<file path="config.mk">
export PLATFORM = sky130hd
export DESIGN_NAME = busSizer
export DESIGN_NICKNAME = d
export VERILOG_FILES = /design/src/hdl/busSizePkg.sv /design/src/hdl/sizingIf.sv /design/src/hdl/busSizer.sv /design/src/hdl/cycleDecode.sv /design/src/hdl/laneSteer.sv /design/src/hdl/sizingEngine.sv
export SDC_FILE = /design/constraint.sdc
export NUM_CORES = 1
export LEC_CHECK = 0
export ABC_AREA = 0
export BUFFER_PORTS_ARGS = -buffer_cell sky130_fd_sc_hd__buf_2
export CORE_MARGIN = 2
export CORE_UTILIZATION = 42
export DETAILED_ROUTE_END_ITERATION = 12
export GPL_TIMING_DRIVEN = 0
export HOLD_SLACK_MARGIN = 0.06
export PLACE_DENSITY = 0.86
export SLEW_MARGIN = 10
export SYNTH_ARGS = -nofsm -noshare
export SYNTH_HDL_FRONTEND = slang
export SYNTH_SLANG_ARGS = --single-unit
</file>
<file path="constraint.sdc">
create_clock -name BCLK -period 2.5 [get_ports BCLK]
set_clock_uncertainty 0.05 [all_clocks]
set_input_delay 0.125 -clock BCLK [delete_from_list [all_inputs] [get_ports BCLK]]
set_output_delay 0.125 -clock BCLK [all_outputs]
set_load 0.01 [all_outputs]
</file>
<file path="src/hdl/busSizePkg.sv">
/* Types shared by the three bridge stages. Byte 0 sits in bits 31:24.
   Only 32-bit and 16-bit port answers are encoded. */
`default_nettype none

package busSizePkg;

    typedef logic [7:0]  laneData;   // One byte lane
    typedef logic [31:0] busData;    // Byte 0 is the most significant
    typedef logic [1:0]  xferSize;   // SIZ1 SIZ0
    typedef logic [1:0]  xferAddr;   // A1 A0
    typedef logic [1:0]  xferType;   // TT1 TT0
    typedef logic [1:0]  dsackCode;  // Active low port acknowledge

    // SIZ encodings
    localparam xferSize sizeLong = 2'b00;
    localparam xferSize sizeByte = 2'b01;
    localparam xferSize sizeWord = 2'b10;
    localparam xferSize sizeLine = 2'b11;

    localparam xferType typeLine = 2'b01;    // Line burst access

    // DSACK answers
    localparam dsackCode ack32   = 2'b00;
    localparam dsackCode ack16   = 2'b01;
    localparam dsackCode ackNone = 2'b11;

    typedef enum logic [3:0] {
        laneIdle,
        laneLongHi,      // Long word or high half on a 16-bit port
        laneLongLo,      // Low half on a 16-bit port
        laneWord0,
        laneWord2,
        laneByte0,
        laneByte1,
        laneByte2,
        laneByte3
    } laneMode;

    typedef enum logic [2:0] {
        stIdle,
        stPortStart,     // nTS low toward the port
        stWaitAck,
        stSecondStart,   // nTS for the low half
        stSecondWait
    } engineState;

endpackage

`default_nettype wire

</file>
<file path="src/hdl/sizingIf.sv">
/* Handshakes between the bridge stages. start only pulses while busy is low
   and the descriptor holds until busy falls. */
`default_nettype none

// Captured CPU transfer, decode to execute
interface xferIf;
    import busSizePkg::*;

    logic    start;      // One cycle pulse
    xferSize size;       // A line arrives folded into long
    xferAddr addr;
    logic    write;
    logic    burst;      // Line burst qualified by TT
    logic    busy;       // Engine owns the descriptor

    modport source (output start, size, addr, write, burst, input busy);
    modport sink (input start, size, addr, write, burst, output busy);
endinterface

// Lane control, execute to result
interface laneIf;
    import busSizePkg::*;

    laneMode mode;
    logic    capture;    // High in the cycle before an ack edge
    logic    portWide;   // Port answered as 32-bit
    logic    drive;      // Write data toward the port

    modport source (output mode, capture, portWide, drive);
    modport sink (input mode, capture, portWide, drive);
endinterface

`default_nettype wire

</file>
<file path="src/hdl/busSizer.sv">
/* Dynamic bus sizing bridge for a 68040 style local bus. Ports answer as 32 or 16 bit.
   Data pins are split into in and out buses and all strobes leave on the rising BCLK edge. */
`default_nettype none

module busSizer #(
    parameter int BurstBeats = 4                 // Beats per line transfer
) (
    input  wire                       BCLK,
    input  wire                       nRESET,
    // CPU side
    input  wire                       nTS_CPU,
    input  wire                       RnW,
    input  wire busSizePkg::xferSize  SIZ,
    input  wire busSizePkg::xferAddr  A,
    input  wire busSizePkg::xferType  TT,
    input  wire                       nTBI,
    output logic                      nTA,
    input  wire busSizePkg::busData   cpuDataIn,
    output busSizePkg::busData        cpuDataOut,
    // Port side
    input  wire busSizePkg::dsackCode DSACK,
    output logic                      nTS,
    output busSizePkg::xferSize       portSiz,
    output busSizePkg::xferAddr       portA,
    input  wire busSizePkg::busData   portDataIn,
    output busSizePkg::busData        portDataOut,
    output logic                      portDrive
);

    xferIf xferBus ();     // Decode to engine
    laneIf laneBus ();     // Engine to steering

    //////////////////////////////
    // Stages
    //////////////////////////////

    cycleDecode decode_i (
        .BCLK    (BCLK),
        .nRESET  (nRESET),
        .nTS_CPU (nTS_CPU),
        .RnW     (RnW),
        .SIZ     (SIZ),
        .A       (A),
        .TT      (TT),
        .xfer    (xferBus.source)
    );

    sizingEngine #(
        .BurstBeats (BurstBeats)
    ) engine_i (
        .BCLK    (BCLK),
        .nRESET  (nRESET),
        .DSACK   (DSACK),
        .nTBI    (nTBI),
        .nTS     (nTS),
        .nTA     (nTA),
        .portSiz (portSiz),
        .portA   (portA),
        .xfer    (xferBus.sink),
        .lanes   (laneBus.source)
    );

    laneSteer steer_i (
        .BCLK        (BCLK),
        .nRESET      (nRESET),
        .cpuDataIn   (cpuDataIn),
        .portDataIn  (portDataIn),
        .cpuDataOut  (cpuDataOut),
        .portDataOut (portDataOut),
        .portDrive   (portDrive),
        .lanes       (laneBus.sink)
    );

endmodule

`default_nettype wire

</file>
<file path="src/hdl/cycleDecode.sv">
/* Samples the CPU transfer start while the engine is idle.
   Word and long addresses are forced aligned since misaligned words are not supported. */
`default_nettype none

module cycleDecode (
    input  wire                      BCLK,
    input  wire                      nRESET,
    input  wire                      nTS_CPU,
    input  wire                      RnW,
    input  wire busSizePkg::xferSize SIZ,
    input  wire busSizePkg::xferAddr A,
    input  wire busSizePkg::xferType TT,
    xferIf.source                    xfer
);
    import busSizePkg::*;

    logic take;      // Accept this transfer start
    logic isLine;

    // Ignore nTS_CPU until the engine has taken the last start
    assign take   = !nTS_CPU && !xfer.busy && !xfer.start;
    assign isLine = (SIZ == sizeLine);

    //////////////////////////////
    // Start strobe
    //////////////////////////////

    always_ff @(posedge BCLK or negedge nRESET) begin
        if (!nRESET) begin
            xfer.start <= 1'b0;
        end else begin
            xfer.start <= take;           // Single pulse per transfer
        end
    end

    //////////////////////////////
    // Descriptor capture
    //////////////////////////////

    always_ff @(posedge BCLK) begin
        if (take) begin
            xfer.size  <= isLine ? sizeLong : SIZ;      // One long shape for the engine
            xfer.write <= !RnW;
            xfer.burst <= isLine && (TT == typeLine);
            case (SIZ)
                sizeByte: begin
                    xfer.addr <= A;                     // Any byte lane
                end
                sizeWord: begin
                    xfer.addr <= {A[1], 1'b0};          // Word 0 or word 2
                end
                default: begin
                    xfer.addr <= 2'b00;                 // Long and line start at lane 0
                end
            endcase
        end
    end

endmodule

`default_nettype wire

</file>
<file path="src/hdl/laneSteer.sv">
/* Byte lane steering between CPU and port. Write routing is combinational.
   Read bytes are latched only for the lanes the mode selects. */
`default_nettype none

module laneSteer (
    input  wire                     BCLK,
    input  wire                     nRESET,
    input  wire busSizePkg::busData cpuDataIn,
    input  wire busSizePkg::busData portDataIn,
    output busSizePkg::busData      cpuDataOut,
    output busSizePkg::busData      portDataOut,
    output logic                    portDrive,
    laneIf.sink                     lanes
);
    import busSizePkg::*;

    laneData    cpuByte  [4];
    laneData    portByte [4];
    logic [3:0] readMask;     // Bit i enables CPU byte i
    logic       shiftDown;    // Narrow data for bytes 2 and 3 arrives on lanes 0 and 1

    // Split both buses into lanes with byte 0 on top
    always_comb begin
        for (int i = 0; i < 4; i++) begin
            cpuByte[i]  = cpuDataIn[31 - 8*i -: 8];
            portByte[i] = portDataIn[31 - 8*i -: 8];
        end
    end

    //////////////////////////////
    // Write path
    //////////////////////////////

    always_comb begin
        portDataOut = cpuDataIn;                             // Lanes pass through by default
        case (lanes.mode)
            laneLongLo, laneWord2: begin
                portDataOut[31:16] = {cpuByte[2], cpuByte[3]};   // Low half also on lanes 0 and 1
            end
            laneByte2: begin
                portDataOut[31:24] = cpuByte[2];
            end
            laneByte3: begin
                portDataOut[23:16] = cpuByte[3];
            end
            default: begin
                portDataOut = cpuDataIn;
            end
        endcase
    end

    assign portDrive = lanes.drive;

    //////////////////////////////
    // Read path
    //////////////////////////////

    always_comb begin
        shiftDown = !lanes.portWide || (lanes.mode == laneLongLo);
        case (lanes.mode)
            laneLongHi: readMask = lanes.portWide ? 4'b1111 : 4'b0011;
            laneLongLo: readMask = 4'b1100;
            laneWord0:  readMask = 4'b0011;
            laneWord2:  readMask = 4'b1100;
            laneByte0:  readMask = 4'b0001;
            laneByte1:  readMask = 4'b0010;
            laneByte2:  readMask = 4'b0100;
            laneByte3:  readMask = 4'b1000;
            default:    readMask = 4'b0000;
        endcase
    end

    always_ff @(posedge BCLK or negedge nRESET) begin
        if (!nRESET) begin
            cpuDataOut <= '0;
        end else if (lanes.capture) begin
            for (int i = 0; i < 4; i++) begin
                if (readMask[i]) begin
                    // Lanes 0 and 1 feed bytes 2 and 3 on a narrow port
                    cpuDataOut[31 - 8*i -: 8] <= (shiftDown && i >= 2) ? portByte[i % 2]
                                                                       : portByte[i];
                end
            end
        end
    end

endmodule

`default_nettype wire

</file>
<file path="src/hdl/sizingEngine.sv">
/* Port cycle sequencer. A 16-bit answer to a long word or line triggers one more
   port cycle for the low half. Byte-port answers are not supported. */
`default_nettype none

module sizingEngine #(
    parameter int BurstBeats = 4
) (
    input  wire                       BCLK,
    input  wire                       nRESET,
    input  wire busSizePkg::dsackCode DSACK,
    input  wire                       nTBI,
    output logic                      nTS,
    output logic                      nTA,
    output busSizePkg::xferSize       portSiz,
    output busSizePkg::xferAddr       portA,
    xferIf.sink                       xfer,
    laneIf.source                     lanes
);
    import busSizePkg::*;

    localparam int CountW = $clog2(BurstBeats) + 1;

    engineState        state;
    logic [CountW-1:0] beatCount;   // Line beats already acknowledged
    logic              ackSeen;     // DSACK sampled on this edge
    logic              narrowAck;
    logic              splitLong;   // 16-bit answer to the high half
    logic              lastBeat;
    logic              firstPort;   // Open the first port cycle
    logic              endCycle;

    //////////////////////////////
    // Acknowledge decode
    //////////////////////////////

    assign ackSeen   = (state == stWaitAck || state == stSecondWait) && (DSACK != ackNone);
    assign narrowAck = (DSACK == ack16);
    assign splitLong = (state == stWaitAck) && ackSeen && narrowAck && (xfer.size == sizeLong);
    assign lastBeat  = !xfer.burst || !nTBI || (beatCount == CountW'(BurstBeats - 1));
    assign firstPort = (state == stIdle) && xfer.start;
    assign endCycle  = ackSeen && !splitLong && ((state == stSecondWait) || lastBeat);

    assign xfer.busy = (state != stIdle);      // Falls on the final-beat edge

    //////////////////////////////
    // Port cycle sequencing
    //////////////////////////////

    always_ff @(posedge BCLK or negedge nRESET) begin
        if (!nRESET) begin
            state     <= stIdle;
            nTS       <= 1'b1;
            nTA       <= 1'b1;
            beatCount <= '0;
        end else begin
            nTS <= !(firstPort || splitLong);   // One cycle per port start
            nTA <= !(ackSeen && !splitLong);    // One cycle per CPU beat
            case (state)
                stIdle: begin
                    if (xfer.start) begin
                        state <= stPortStart;
                    end
                end
                stPortStart: begin
                    state <= stWaitAck;           // Port cannot answer yet
                end
                stWaitAck: begin
                    if (splitLong) begin
                        state <= stSecondStart;
                    end else if (endCycle) begin
                        state <= stIdle;
                    end
                end
                stSecondStart: begin
                    state <= stSecondWait;
                end
                stSecondWait: begin
                    if (ackSeen) begin
                        state <= stIdle;
                    end
                end
                default: begin
                    state <= stIdle;
                end
            endcase

            // Burst beat counter
            if (firstPort) begin
                beatCount <= '0;
            end else if (ackSeen && !splitLong && !endCycle) begin
                beatCount <= beatCount + 1'b1;
            end
        end
    end

    // Port size and address, held until the next port start
    always_ff @(posedge BCLK) begin
        if (firstPort) begin
            portSiz <= xfer.burst ? sizeLine : xfer.size;
            portA   <= xfer.addr;
        end else if (splitLong) begin
            portSiz <= sizeWord;                // Low half as a word at 2
            portA   <= 2'b10;
        end
    end

    //////////////////////////////
    // Lane mode
    //////////////////////////////

    always_comb begin
        lanes.mode = laneIdle;
        case (state)
            stIdle: begin
                lanes.mode = laneIdle;
            end
            stSecondStart, stSecondWait: begin
                lanes.mode = laneLongLo;
            end
            default: begin
                case (xfer.size)
                    sizeWord: lanes.mode = xfer.addr[1] ? laneWord2 : laneWord0;
                    sizeByte: begin
                        case (xfer.addr)
                            2'b00:   lanes.mode = laneByte0;
                            2'b01:   lanes.mode = laneByte1;
                            2'b10:   lanes.mode = laneByte2;
                            default: lanes.mode = laneByte3;
                        endcase
                    end
                    default: lanes.mode = laneLongHi;
                endcase
            end
        endcase
    end

    assign lanes.capture  = ackSeen;                     // Latch lands on the ack edge
    assign lanes.portWide = (DSACK == ack32);
    assign lanes.drive    = xfer.busy && xfer.write;

endmodule

`default_nettype wire

</file>
==> results of run 1 <==
## what timing repair did
item / 4_1_cts / 5_1_grt
buffers inserted: 12 / 8
pin swaps: 13 / 3
hold endpoints to repair: 59 / 0
setup endpoints to repair: 40 / 40
hold buffers: 21 / 0
resized for setup: 54 / 12
## power by group
part	internal, uW	switching (uW)	leakage, uW
clock	258	281	0.0000563
combinational	1620	1430	0.00165
sequential	1220	193	0.000600
total	3100	1900	0.00231
## sequential cells by signal, summed over array words and instances, names as in the netlist, 2 cells and up
register	count
steer_i.cpuDataOut	32
engine_i.beatCount	3
engine_i.state	3
decode_i.xfer.addr	2
decode_i.xfer.size	2
engine_i.portA	2
engine_i.portSiz	2
## worst paths after layout
kind,start,to,slack [ns],cells after the start
worst max-delay path,decode_i.xfer.addr[1],portDataOut[20],-0.13,10
worst min-delay path,TT[0],decode_i.xfer.burst,0.07,3
worst max register to register,decode_i.xfer.addr[1],steer_i.cpuDataOut[0],0,9
worst min register to register,steer_i.cpuDataOut[1],steer_i.cpuDataOut[1],0.46,1
max in group asynchronous,nRESET,steer_i.cpuDataOut[10],1.34,2
min in group asynchronous,nRESET,steer_i.cpuDataOut[18],0.46,2
## per-stage QoR
stage | area (um^2) | instances | setup TNS (ns) | util, % | setup WS [ns]
CTS | 4619 | 539 | -1.486 | 64.38 | -0.1388
floorplan | 3074 | 253 | 0 | - | 0.1428
finish | 4738 | 546 | -1.732 | 66.03 | -0.1267
global route | 4738 | 546 | -3.793 | 66.03 | -0.2220
detailed placement | 3934 | 499 | -3.792 | 54.82 | -0.1835
global placement | 3934 | 499 | -1.165 | 54.82 | -0.09657
## worst max-delay path, delay by kind of cell (launching register included)
family / cells / cell delay [ns]
compound gates: 3 / 0.54
flops: 1 / 0.46
buf+inv: 3 / 0.37
mux: 1 / 0.32
fa+ha+maj: 1 / 0.29
simple gates: 2 / 0.17
## cell type report
| class | instances | area [um^2] |
|---|---|---|
| fillers | 555 | 2437 |
| plain buffers | 24 | 192.7 |
| repair buffers | 187 | 1230 |
| flip-flops and latches | 51 | 1329 |
| inverters | 10 | 40.04 |
| clock inverters | 2 | 13.76 |
| multi-input cells | 167 | 1715 |
| clock buffers | 6 | 93.84 |
| well taps | 99 | 123.9 |
## cell usage after synthesis (all sizes together)
library cell	instances	area, um^2
xnor2	2	17.52
a21oi	13	83.84
nand2b	5	31.28
nor2b	4	32.53
or3	3	18.77
and2	2	12.51
a31oi	1	6.260
o21a	1	7.510
a2111oi	1	27.53
nand2	11	41.29
buf	25	191.4
nand3b	1	7.510
nor3	6	52.55
and3	1	6.260
edfxtp	10	300.3
mux2	64	762.0
a221oi	2	17.52
a22o	1	8.760
nor3b	1	7.510
o21ai	4	20.01
a21boi	1	18.77
a21o	6	45.04
dfrtp	39	975.9
inv	10	37.54
nand3	5	30.03
nand4	3	18.77
dfstp	2	52.55
ha	12	150.1
nand4b	1	8.760
nor2	12	45.04
mux2i	3	30.03
o32ai	1	8.760
## logic make-up after synthesis
| logic type | after synthesis | synth area share [%] |
|---|---|---|
| AOI/OAI and AO/OA | 31 | 7.937 |
| xor gates and xnor gates | 2 | 0.5699 |
| adders and majority gates | 12 | 4.884 |
| buffers and inverters | 35 | 7.448 |
| DFF | 51 | 43.22 |
| muxes | 67 | 25.76 |
| and+or+nand+nor | 55 | 10.18 |
## metal layers
layer | GRT usage (%) | share of wire (%)
met3 | 3.047 | 4.7
met1 | 24.26 | 38
met2 | 37.03 | 56
met5 | 0 | 0
met4 | 5.156 | 1.8
==> flow_summary.ini, run 1 <==
[place]
place_congestion = 0.8762
hpwl_mm = 5.690
portBuffers = 147

[yosys]
syn_nets = 342
synth_cell_type_count = 42
seq_area_frac_synth_pct = 43.22
ys_ff_latch = 51
yosysWarnings = 0
syn_area_per_cell_um2 = 12.15
synthCells = 253
netlist_area_um2 = 3074

[final_layout]
final_common_cell = buf_2
nets = 535
syn_to_final_growth_pct = 54.13
drive_above_1_share_pct = 66.89
antennaDiodeCount = 0
final_cell_mix = buf_2, mux2_2, dfrtp_1

[grt]
antenna_found_initial = 0
grt_usage_pct = 20.08
grt_max_degree = 42
grt_pass1_vias = 2648
grt_pass1_wl_mm = 12.45
grt_overflow_total = 0

[timing]
fin_crit_ns = 2.627
setup_viol = 16
rsz0062_at_grt = yes
relSlewSlack_pct = 37.66
min_period_over_period_pct = 105.1
fmax_mhz = 380.7
drv_slew = 0
hold_slack_ns = 0.07214
hold_viol = 0
worst-slew-pin-transition_ns = 0.9351
setup_ws_ns = -0.1267

[cts]
clk_pin_slew_ns = 0.08
cts_tree = yes
htree_levels = 2
worstSkewPairLatency_ns = 0.31
clockBufferDepth = 2
numCtsBuffers = 5
cts_root_buffer = clkbuf_8
clock_sink_count = 51

[power_and_ir_drop]
power_density_nw_per_um2 = 1055
leakage_uw = 0.002308
finalPower_uw = 5000
vdd_drop_max_v = 0.0004556

[worst_setup_path]
crit_path_start_kind = flop
critical_path_required_ns = 2.33
path_class = reg2out
slowest_delay_ns = 0.46
cp_slowest_cell = edfxtp_1
worstPathCellList = inv_2 -> ha_4 -> nand2_4 -> a21o_1 -> a22o_1 -> nand3_1 -> a21o_1 -> buf_6 -> mux2_4 -> buf_6
worstSetupEndpointType = output pin
crit_arrival_ns = 2.45
path_max_fanout = 8

[route]
wl_mm = 8.661
dr.pass1.iters = 4
wl_per_cell_um = 15.86
drtIter0Drc = 131
drc = 0
ant_nets = 0
vias = 2719
vias_per_cell = 4.980

[floorplanning]
die_x_um = 89.56
ios = 148
die_y_um = 89.56
initial_core_util_pct = 42.84
dieArea_um2 = 8020
core-area_um2 = 7176
row_count = 31

[hold_path]
holdCritPathClass = in2reg

[status]
outcome = complete, but fails checks
violations = negative setup slack

[flow_run]
maxCapViolCount = 0
(Power assumes the default switching activity.)
==> run 2, diff against run 1 <==
--- a/config.mk
+++ b/config.mk
@@ -12,7 +12,7 @@
 export DETAILED_ROUTE_END_ITERATION = 12
 export GPL_TIMING_DRIVEN = 0
 export HOLD_SLACK_MARGIN = 0.06
-export PLACE_DENSITY = 0.86
+export PLACE_DENSITY = 0.8
 export SLEW_MARGIN = 10
 export SYNTH_ARGS = -nofsm -noshare
 export SYNTH_HDL_FRONTEND = slang
==> run 2 against run 1 <==
Net effect: the flow still finishes with violations (negative setup slack); worst hold slack better by 0.0024 ns; via count down 2.0%; clock-buffer cell count unchanged; sequential power about the same; total power down 0.59%; largest power group unchanged.
==> flow_summary.ini, run 2 (synthesized netlist as in run 1, its figures left out) <==
[hold_path]
holdCritPathClass = in2reg
min-delay-start = DSACK[1]
min_to = engine_i.state[2]
hold_depth = 3

[cts]
cts_root_buffer = clkbuf_8
cts_tree = yes
clockBufferDepth = 2
numCtsBuffers = 5
clock_sink_count = 51
worstSkewPairLatency_ns = 0.31
htree_levels = 2
clk_pin_slew_ns = 0.09

[floorplanning]
die_x_um = 89.56
row_count = 31
initial_core_util_pct = 42.84
core-area_um2 = 7176
ios = 148
dieArea_um2 = 8020
die_y_um = 89.56

[worst_setup_path]
r2r-end = steer_i.cpuDataOut[5]
critical_path_required_ns = 2.33
critPathTopFamily = simple AND/OR/NAND/NOR gates
path_class = reg2out
slowest_delay_ns = 0.48
worstPathCellList = buf_4 -> ha_4 -> nand2b_4 -> and3_4 -> a21o_1 -> nand4_1 -> a21boi_4 -> buf_12 -> mux2_4 -> buf_6
crit_path_start_kind = flop
cp_slowest_cell = edfxtp_1
reg2regPathDepth = 11
path_max_fanout = 8
setup.reg_to_reg.worst_slack_ns = -0.17
r2r-start = decode_i.xfer.addr[1]
crit_arrival_ns = 2.53
worstSetupEndpointType = output pin
cp_num_buf_inv = 3

[timing]
fin_setup_tns_ns = -4.991
setup_viol = 32
min_period_over_period_pct = 108.1
fmax_mhz = 369.9
relSlewSlack_pct = 38.55
drv_slew = 0
rsz0062_at_grt = yes
fin_crit_ns = 2.704
setup_ws_ns = -0.2037
hold_viol = 0
worst-slew-pin-transition_ns = 0.9218

[route]
wl_mm = 8.155
drc = 0
dr.pass1.iters = 4
ant_nets = 0
vias_per_cell = 4.881
wl_per_cell_um = 14.94
drtIter0Drc = 62
vias = 2665

[final_layout]
fin_util_pct = 66.05
multi_input_area_um2 = 1725
nets = 535
largest-register = steer_i.cpuDataOut
drive_above_1_share_pct = 66.22
reg_top3 = steer_i.cpuDataOut x32, engine_i.beatCount x3, engine_i.state x3
final_common_cell = buf_2
antennaDiodeCount = 0
fin_area_um2 = 4740
syn_to_final_growth_pct = 54.17
regArea_um2 = 1329
fillers = 556
instances_no_fill = 546
largest_reg_flops = 32
final_cell_mix = buf_2, dfrtp_1, mux2_2

[power_and_ir_drop]
p_sw_uw = 1858
sw_frac_of_total_pct = 37.38
seqPwrFrac_pct = 28.2
power_density_nw_per_um2 = 1049
pwr-share-comb_pct = 60.8
clkPwrFrac_pct = 11.0
leakage_uw = 0.002319
vdd_drop_max_v = 0.0005342
p_int_uw = 3113
finalPower_uw = 4970

[grt]
grt_max_degree = 42
grt_pass1_vias = 2690
grt_usage_pct = 19.64
grt_pass1_wl_mm = 12.28
antenna_found_initial = 0
grt_overflow_total = 0

[status]
outcome = complete, but fails checks
violations = negative setup slack

[place]
portBuffers = 147
placedCellCount = 499
place_congestion = 0.8672
hpwl_mm = 5.542
postPlaceCellArea_um2 = 3934

[flow_run]
maxCapViolCount = 0
[run 2: metrics by stage]
step,worst slack [ns],hold slack (ns)
finish,-0.2037,0.07451
global route,-0.2753,0.1001
CTS,-0.1363,0.06907
detailed placement,-0.1656,0.2618
global placement,-0.1079,0.2583
floorplan,0.1428,-0.2206
[run 2: tightest hold or removal path, cell delays in order]
cell	delay, ns
buf_2	0.14
nand2_1	0.06
o21ai_0	0.07
[run 2: area by class of cell]
class | count | area share [%]
plain buffers | 24 | 4.065
clock buffers | 6 | 1.980
clock inverters | 2 | 0.2904
inverters | 10 | 0.8448
multi-input cells | 167 | 36.40
flip-flops and latches | 51 | 28.04
well taps | 99 | 2.614
repair buffers | 187 | 25.77
[run 2: per-layer routing]
metal / part of all wire [%] / vias to the layer above / global-route usage (%)
li1: - / 1266 / -
met2: 55 / 82 / 36.43
met3: 5.1 / 14 / 3.324
met4: 1.6 / 0 / 6.106
met1: 38 / 1303 / 22.88
met5: 0 / - / 0
[run 2: how the worst max path moves through the flow]
stage                     startpoint  depth (start not counted)                endpoint
2_1_floorplan  decode_i.xfer.size[0]                          9  steer_i.cpuDataOut[14]
3_3_place_gp   decode_i.xfer.size[1]                         10         portDataOut[26]
3_5_place_dp   decode_i.xfer.size[1]                         10         portDataOut[30]
4_1_cts        decode_i.xfer.size[0]                         10         portDataOut[25]
5_1_grt        decode_i.xfer.size[1]                         10         portDataOut[29]
6_report       decode_i.xfer.size[1]                         10         portDataOut[30]
[run 2: timing repair]
action                                  4_1_cts  5_1_grt
pin swaps                                     7        8
gates resized for setup                      47       21
endpoints found under the hold margin        59        0
endpoints found under the setup margin       40       40
gates cloned                                  0        0
hold buffers                                 21        0
setup buffers                                13        7
[run 2: power by group through the flow]
stage | logic [uW] | clock network (uW) | registers, uW
4_1_cts | 2820 | 548 | 1390
3_5_place_dp | 2310 | 0 | 1410
3_3_place_gp | 2240 | 0 | 1390
6_report | 3020 | 546 | 1400
2_1_floorplan | 1440 | 0 | 1530
5_1_grt | 3250 | 583 | 1440
==> run 3, diff against run 2 <==
--- a/config.mk
+++ b/config.mk
@@ -8,12 +8,13 @@
 export ABC_AREA = 0
 export BUFFER_PORTS_ARGS = -buffer_cell sky130_fd_sc_hd__buf_2
 export CORE_MARGIN = 2
-export CORE_UTILIZATION = 42
+export CORE_UTILIZATION = 41
 export DETAILED_ROUTE_END_ITERATION = 12
 export GPL_TIMING_DRIVEN = 0
 export HOLD_SLACK_MARGIN = 0.06
-export PLACE_DENSITY = 0.8
+export PLACE_DENSITY = 0.79
 export SLEW_MARGIN = 10
 export SYNTH_ARGS = -nofsm -noshare
 export SYNTH_HDL_FRONTEND = slang
+export SYNTH_HIERARCHICAL = 1
 export SYNTH_SLANG_ARGS = --single-unit
==> run 3 against run 2 <==
Net effect: the run still ends with negative setup slack left; combinational power grew 9.3%; sequential power is essentially flat; sequential share of layout area shrank 0.41 points; core utilization grew 4.4 points; via count shrank 2.6%; setup slack lost 0.17 ns; synthesized cell count shrank 5.9%.
==> flow_summary.ini, run 3 <==
[status]
outcome = complete, but fails checks
violations = negative setup slack

[yosys]
async_flop_share_pct = 80.39
synth.most_common_cell = mux2_2
synth_area_leaders = dfrtp_1, mux2_2, edfxtp_1
yosysWarnings = 6
ys_ff_latch = 51
syn_area_per_cell_um2 = 12.21
seq_area_frac_synth_pct = 45.74
synthCells = 238
netlist_area_um2 = 2905
synth_commonest_cells = mux2_2, dfrtp_1, buf_4, nor2_1
synth-main-ff-cell = dfrtp_1
syn_nets = 326
synth_edf_count = 10
synth_cell_type_count = 43
synth_top_cell_area_share_pct = 33.59
synth_largest_area_cell = dfrtp_1

[floorplanning]
row_count = 30
core-area_um2 = 6832
ios = 148
die_x_um = 88.18
die_y_um = 88.18
initial_core_util_pct = 42.53
dieArea_um2 = 7776

[route]
vias_per_cell = 4.872
ant_nets = 0
drtIter0Drc = 46
wl_per_cell_um = 15.69
wl_mm = 8.363
drc = 0
dr.pass1.iters = 4
vias = 2597

[power_and_ir_drop]
p_sw_uw = 1902
sw_frac_of_total_pct = 36.34
p_int_uw = 3332
clkPwrFrac_pct = 9.6
power_density_nw_per_um2 = 1088
seqPwrFrac_pct = 27.3
vdd_drop_max_v = 0.0005441
leakage_uw = 0.002354
pwr-share-comb_pct = 63.1

[place]
place_congestion = 0.7708
hpwl_mm = 5.271
portBuffers = 146
postPlaceCellArea_um2 = 3796

[final_layout]
final_common_cell = buf_2
largest-register = steer_i/cpuDataOut
syn_to_final_growth_pct = 65.55
final_cell_mix = buf_2, mux2_4, dfrtp_1
reg_top3 = steer_i/cpuDataOut x32, engine_i/beatCount x3, engine_i/state x3
drive_above_1_share_pct = 70.71
largest_reg_flops = 32
nets = 524
antennaDiodeCount = 0
fin_area_um2 = 4810

[cts]
htree_levels = 2
worstSkewPairLatency_ns = 0.30
cts_tree = yes
clockBufferDepth = 2
cts_root_buffer = clkbuf_8
clock_sink_count = 51
numCtsBuffers = 5
clk_pin_slew_ns = 0.09

[worst_setup_path]
crit_path_start_kind = flop
worstSetupEndpointType = output pin
cp_slowest_cell = or4b_4
path_class = reg2out
crit_arrival_ns = 2.70
slowest_delay_ns = 0.49
worstPathCellList = inv_2 -> ha_4 -> a21boi_4 -> a22oi_2 -> nand2_2 -> or4b_4 -> o31a_4 -> buf_8 -> mux2_2 -> buf_6
path_max_fanout = 5
critical_path_required_ns = 2.33
critPathTopFamily = simple AND/OR/NAND/NOR gates
cp_num_buf_inv = 3

[timing]
setup_ws_ns = -0.3785
hold_viol = 0
setup_viol = 32
relSlewSlack_pct = 37.84
min_period_over_period_pct = 115.1
drv_slew = 0
rsz0062_at_grt = yes
fmax_mhz = 347.4
fin_crit_ns = 2.878
worst-slew-pin-transition_ns = 0.9325
fin_setup_tns_ns = -10.07

[hold_path]
holdCritPathClass = in2reg

[grt]
grt_max_degree = 42
grt_pass1_vias = 2605
antenna_found_initial = 0
grt_usage_pct = 20.75
grt_overflow_total = 0
grt_pass1_wl_mm = 12.54

[flow_run]
maxCapViolCount = 0
[run 3: changes by cell type after synthesis, sizes merged, moves of 3 or more]
| cell | change |
|---|---|
| a21oi | -8 |
| mux2i | -3 |
| nor3 | -3 |
| a21o | -4 |
| o21ai | +3 |
[run 3: through the flow]
stage | utilization [%] | hold slack, ns | cells | setup slack [ns] | total power, uW
floorplan | - | -0.2206 | 238 | -0.1741 | 2922
global placement | 55.57 | 0.2614 | 480 | -0.4249 | 3587
detailed placement | 55.57 | 0.2730 | 480 | -0.5200 | 3673
CTS | 69.12 | 0.06094 | 531 | -0.3711 | 5099
global route | 70.40 | 0.06799 | 533 | -0.4772 | 5534
finish | 70.40 | 0.06927 | 533 | -0.3785 | 5234
[run 3: logic make-up (layout without fill, tap and decap cells)]
group / Yosys count / count (layout) / synth area share, %
xor gates and xnor gates: 2 / 2 / 0.6030
DFF: 51 / 51 / 45.74
AOI/OAI and AO/OA: 24 / 24 / 6.202
muxes: 64 / 64 / 24.81
and+or+nand+nor: 52 / 52 / 10.12
buffers and inverters: 34 / 233 / 7.795
adders and majority gates: 11 / 11 / 4.737
[run 3: timing repair]
item,4_1_cts,5_1_grt
pin swaps,8,7
hold buffers,20,0
buffers inserted,21,3
setup endpoints to repair,48,48
gates cloned,2,0
gates resized for setup,89,15
hold endpoints to repair,58,0
[run 3: layout make-up]
cell class	count	area [um^2]
Buffer	22	177.7
Clock inverter	1	8.758
Multi-Input combinational cell	153	1717
Timing Repair Buffer	192	1330
Inverter	11	41.29
Clock buffer	7	86.33
Tap cell	96	120.1
Fill cell	489	2022
Sequential cell	51	1329
[run 3: power groups by stage]
stage / Clock [uW] / Sequential, uW / Combinational (uW)
final: 500 / 1430 / 3300
after global routing: 548 / 1470 / 3510
after CTS: 516 / 1430 / 3160
after detailed placement: 0 / 1440 / 2230
after global placement: 0 / 1420 / 2160
after floorplan: 0 / 1570 / 1350
[run 3: worst paths after layout]
kind,start,endpoint,slack (ns),depth (start not counted)
max reg2reg,decode_i/xfer.size[0],steer_i/cpuDataOut[3],-0.29,11
min reg2reg,steer_i/cpuDataOut[31],steer_i/cpuDataOut[31],0.45,1
max,decode_i/xfer.size[0],portDataOut[21],-0.38,10
min in group asynchronous,nRESET,steer_i/cpuDataOut[28],0.46,2
min,nTS_CPU,decode_i/xfer.start,0.07,2
max in group asynchronous,nRESET,steer_i/cpuDataOut[20],1.36,2
[run 3: worst reg2reg max path: stages, from the launching register on]
cell,delay (ns)
edfxtp_1,0.44
inv_2,0.09
ha_4,0.29
a21boi_4,0.20
a22oi_2,0.08
nand2_2,0.11
or4b_4,0.49
buf_6,0.15
nand2_8,0.08
buf_8,0.14
mux2_4,0.30
mux2_4,0.26
[run 3: layer usage]
layer | vias to the layer above | global-route usage [%] | part of all wire, %
li1 | 1223 | - | -
met1 | 1269 | 24.12 | 39
met2 | 97 | 39.99 | 55
met3 | 8 | 3.487 | 6.0
met4 | 0 | 3.857 | 0.73
met5 | - | 0 | 0
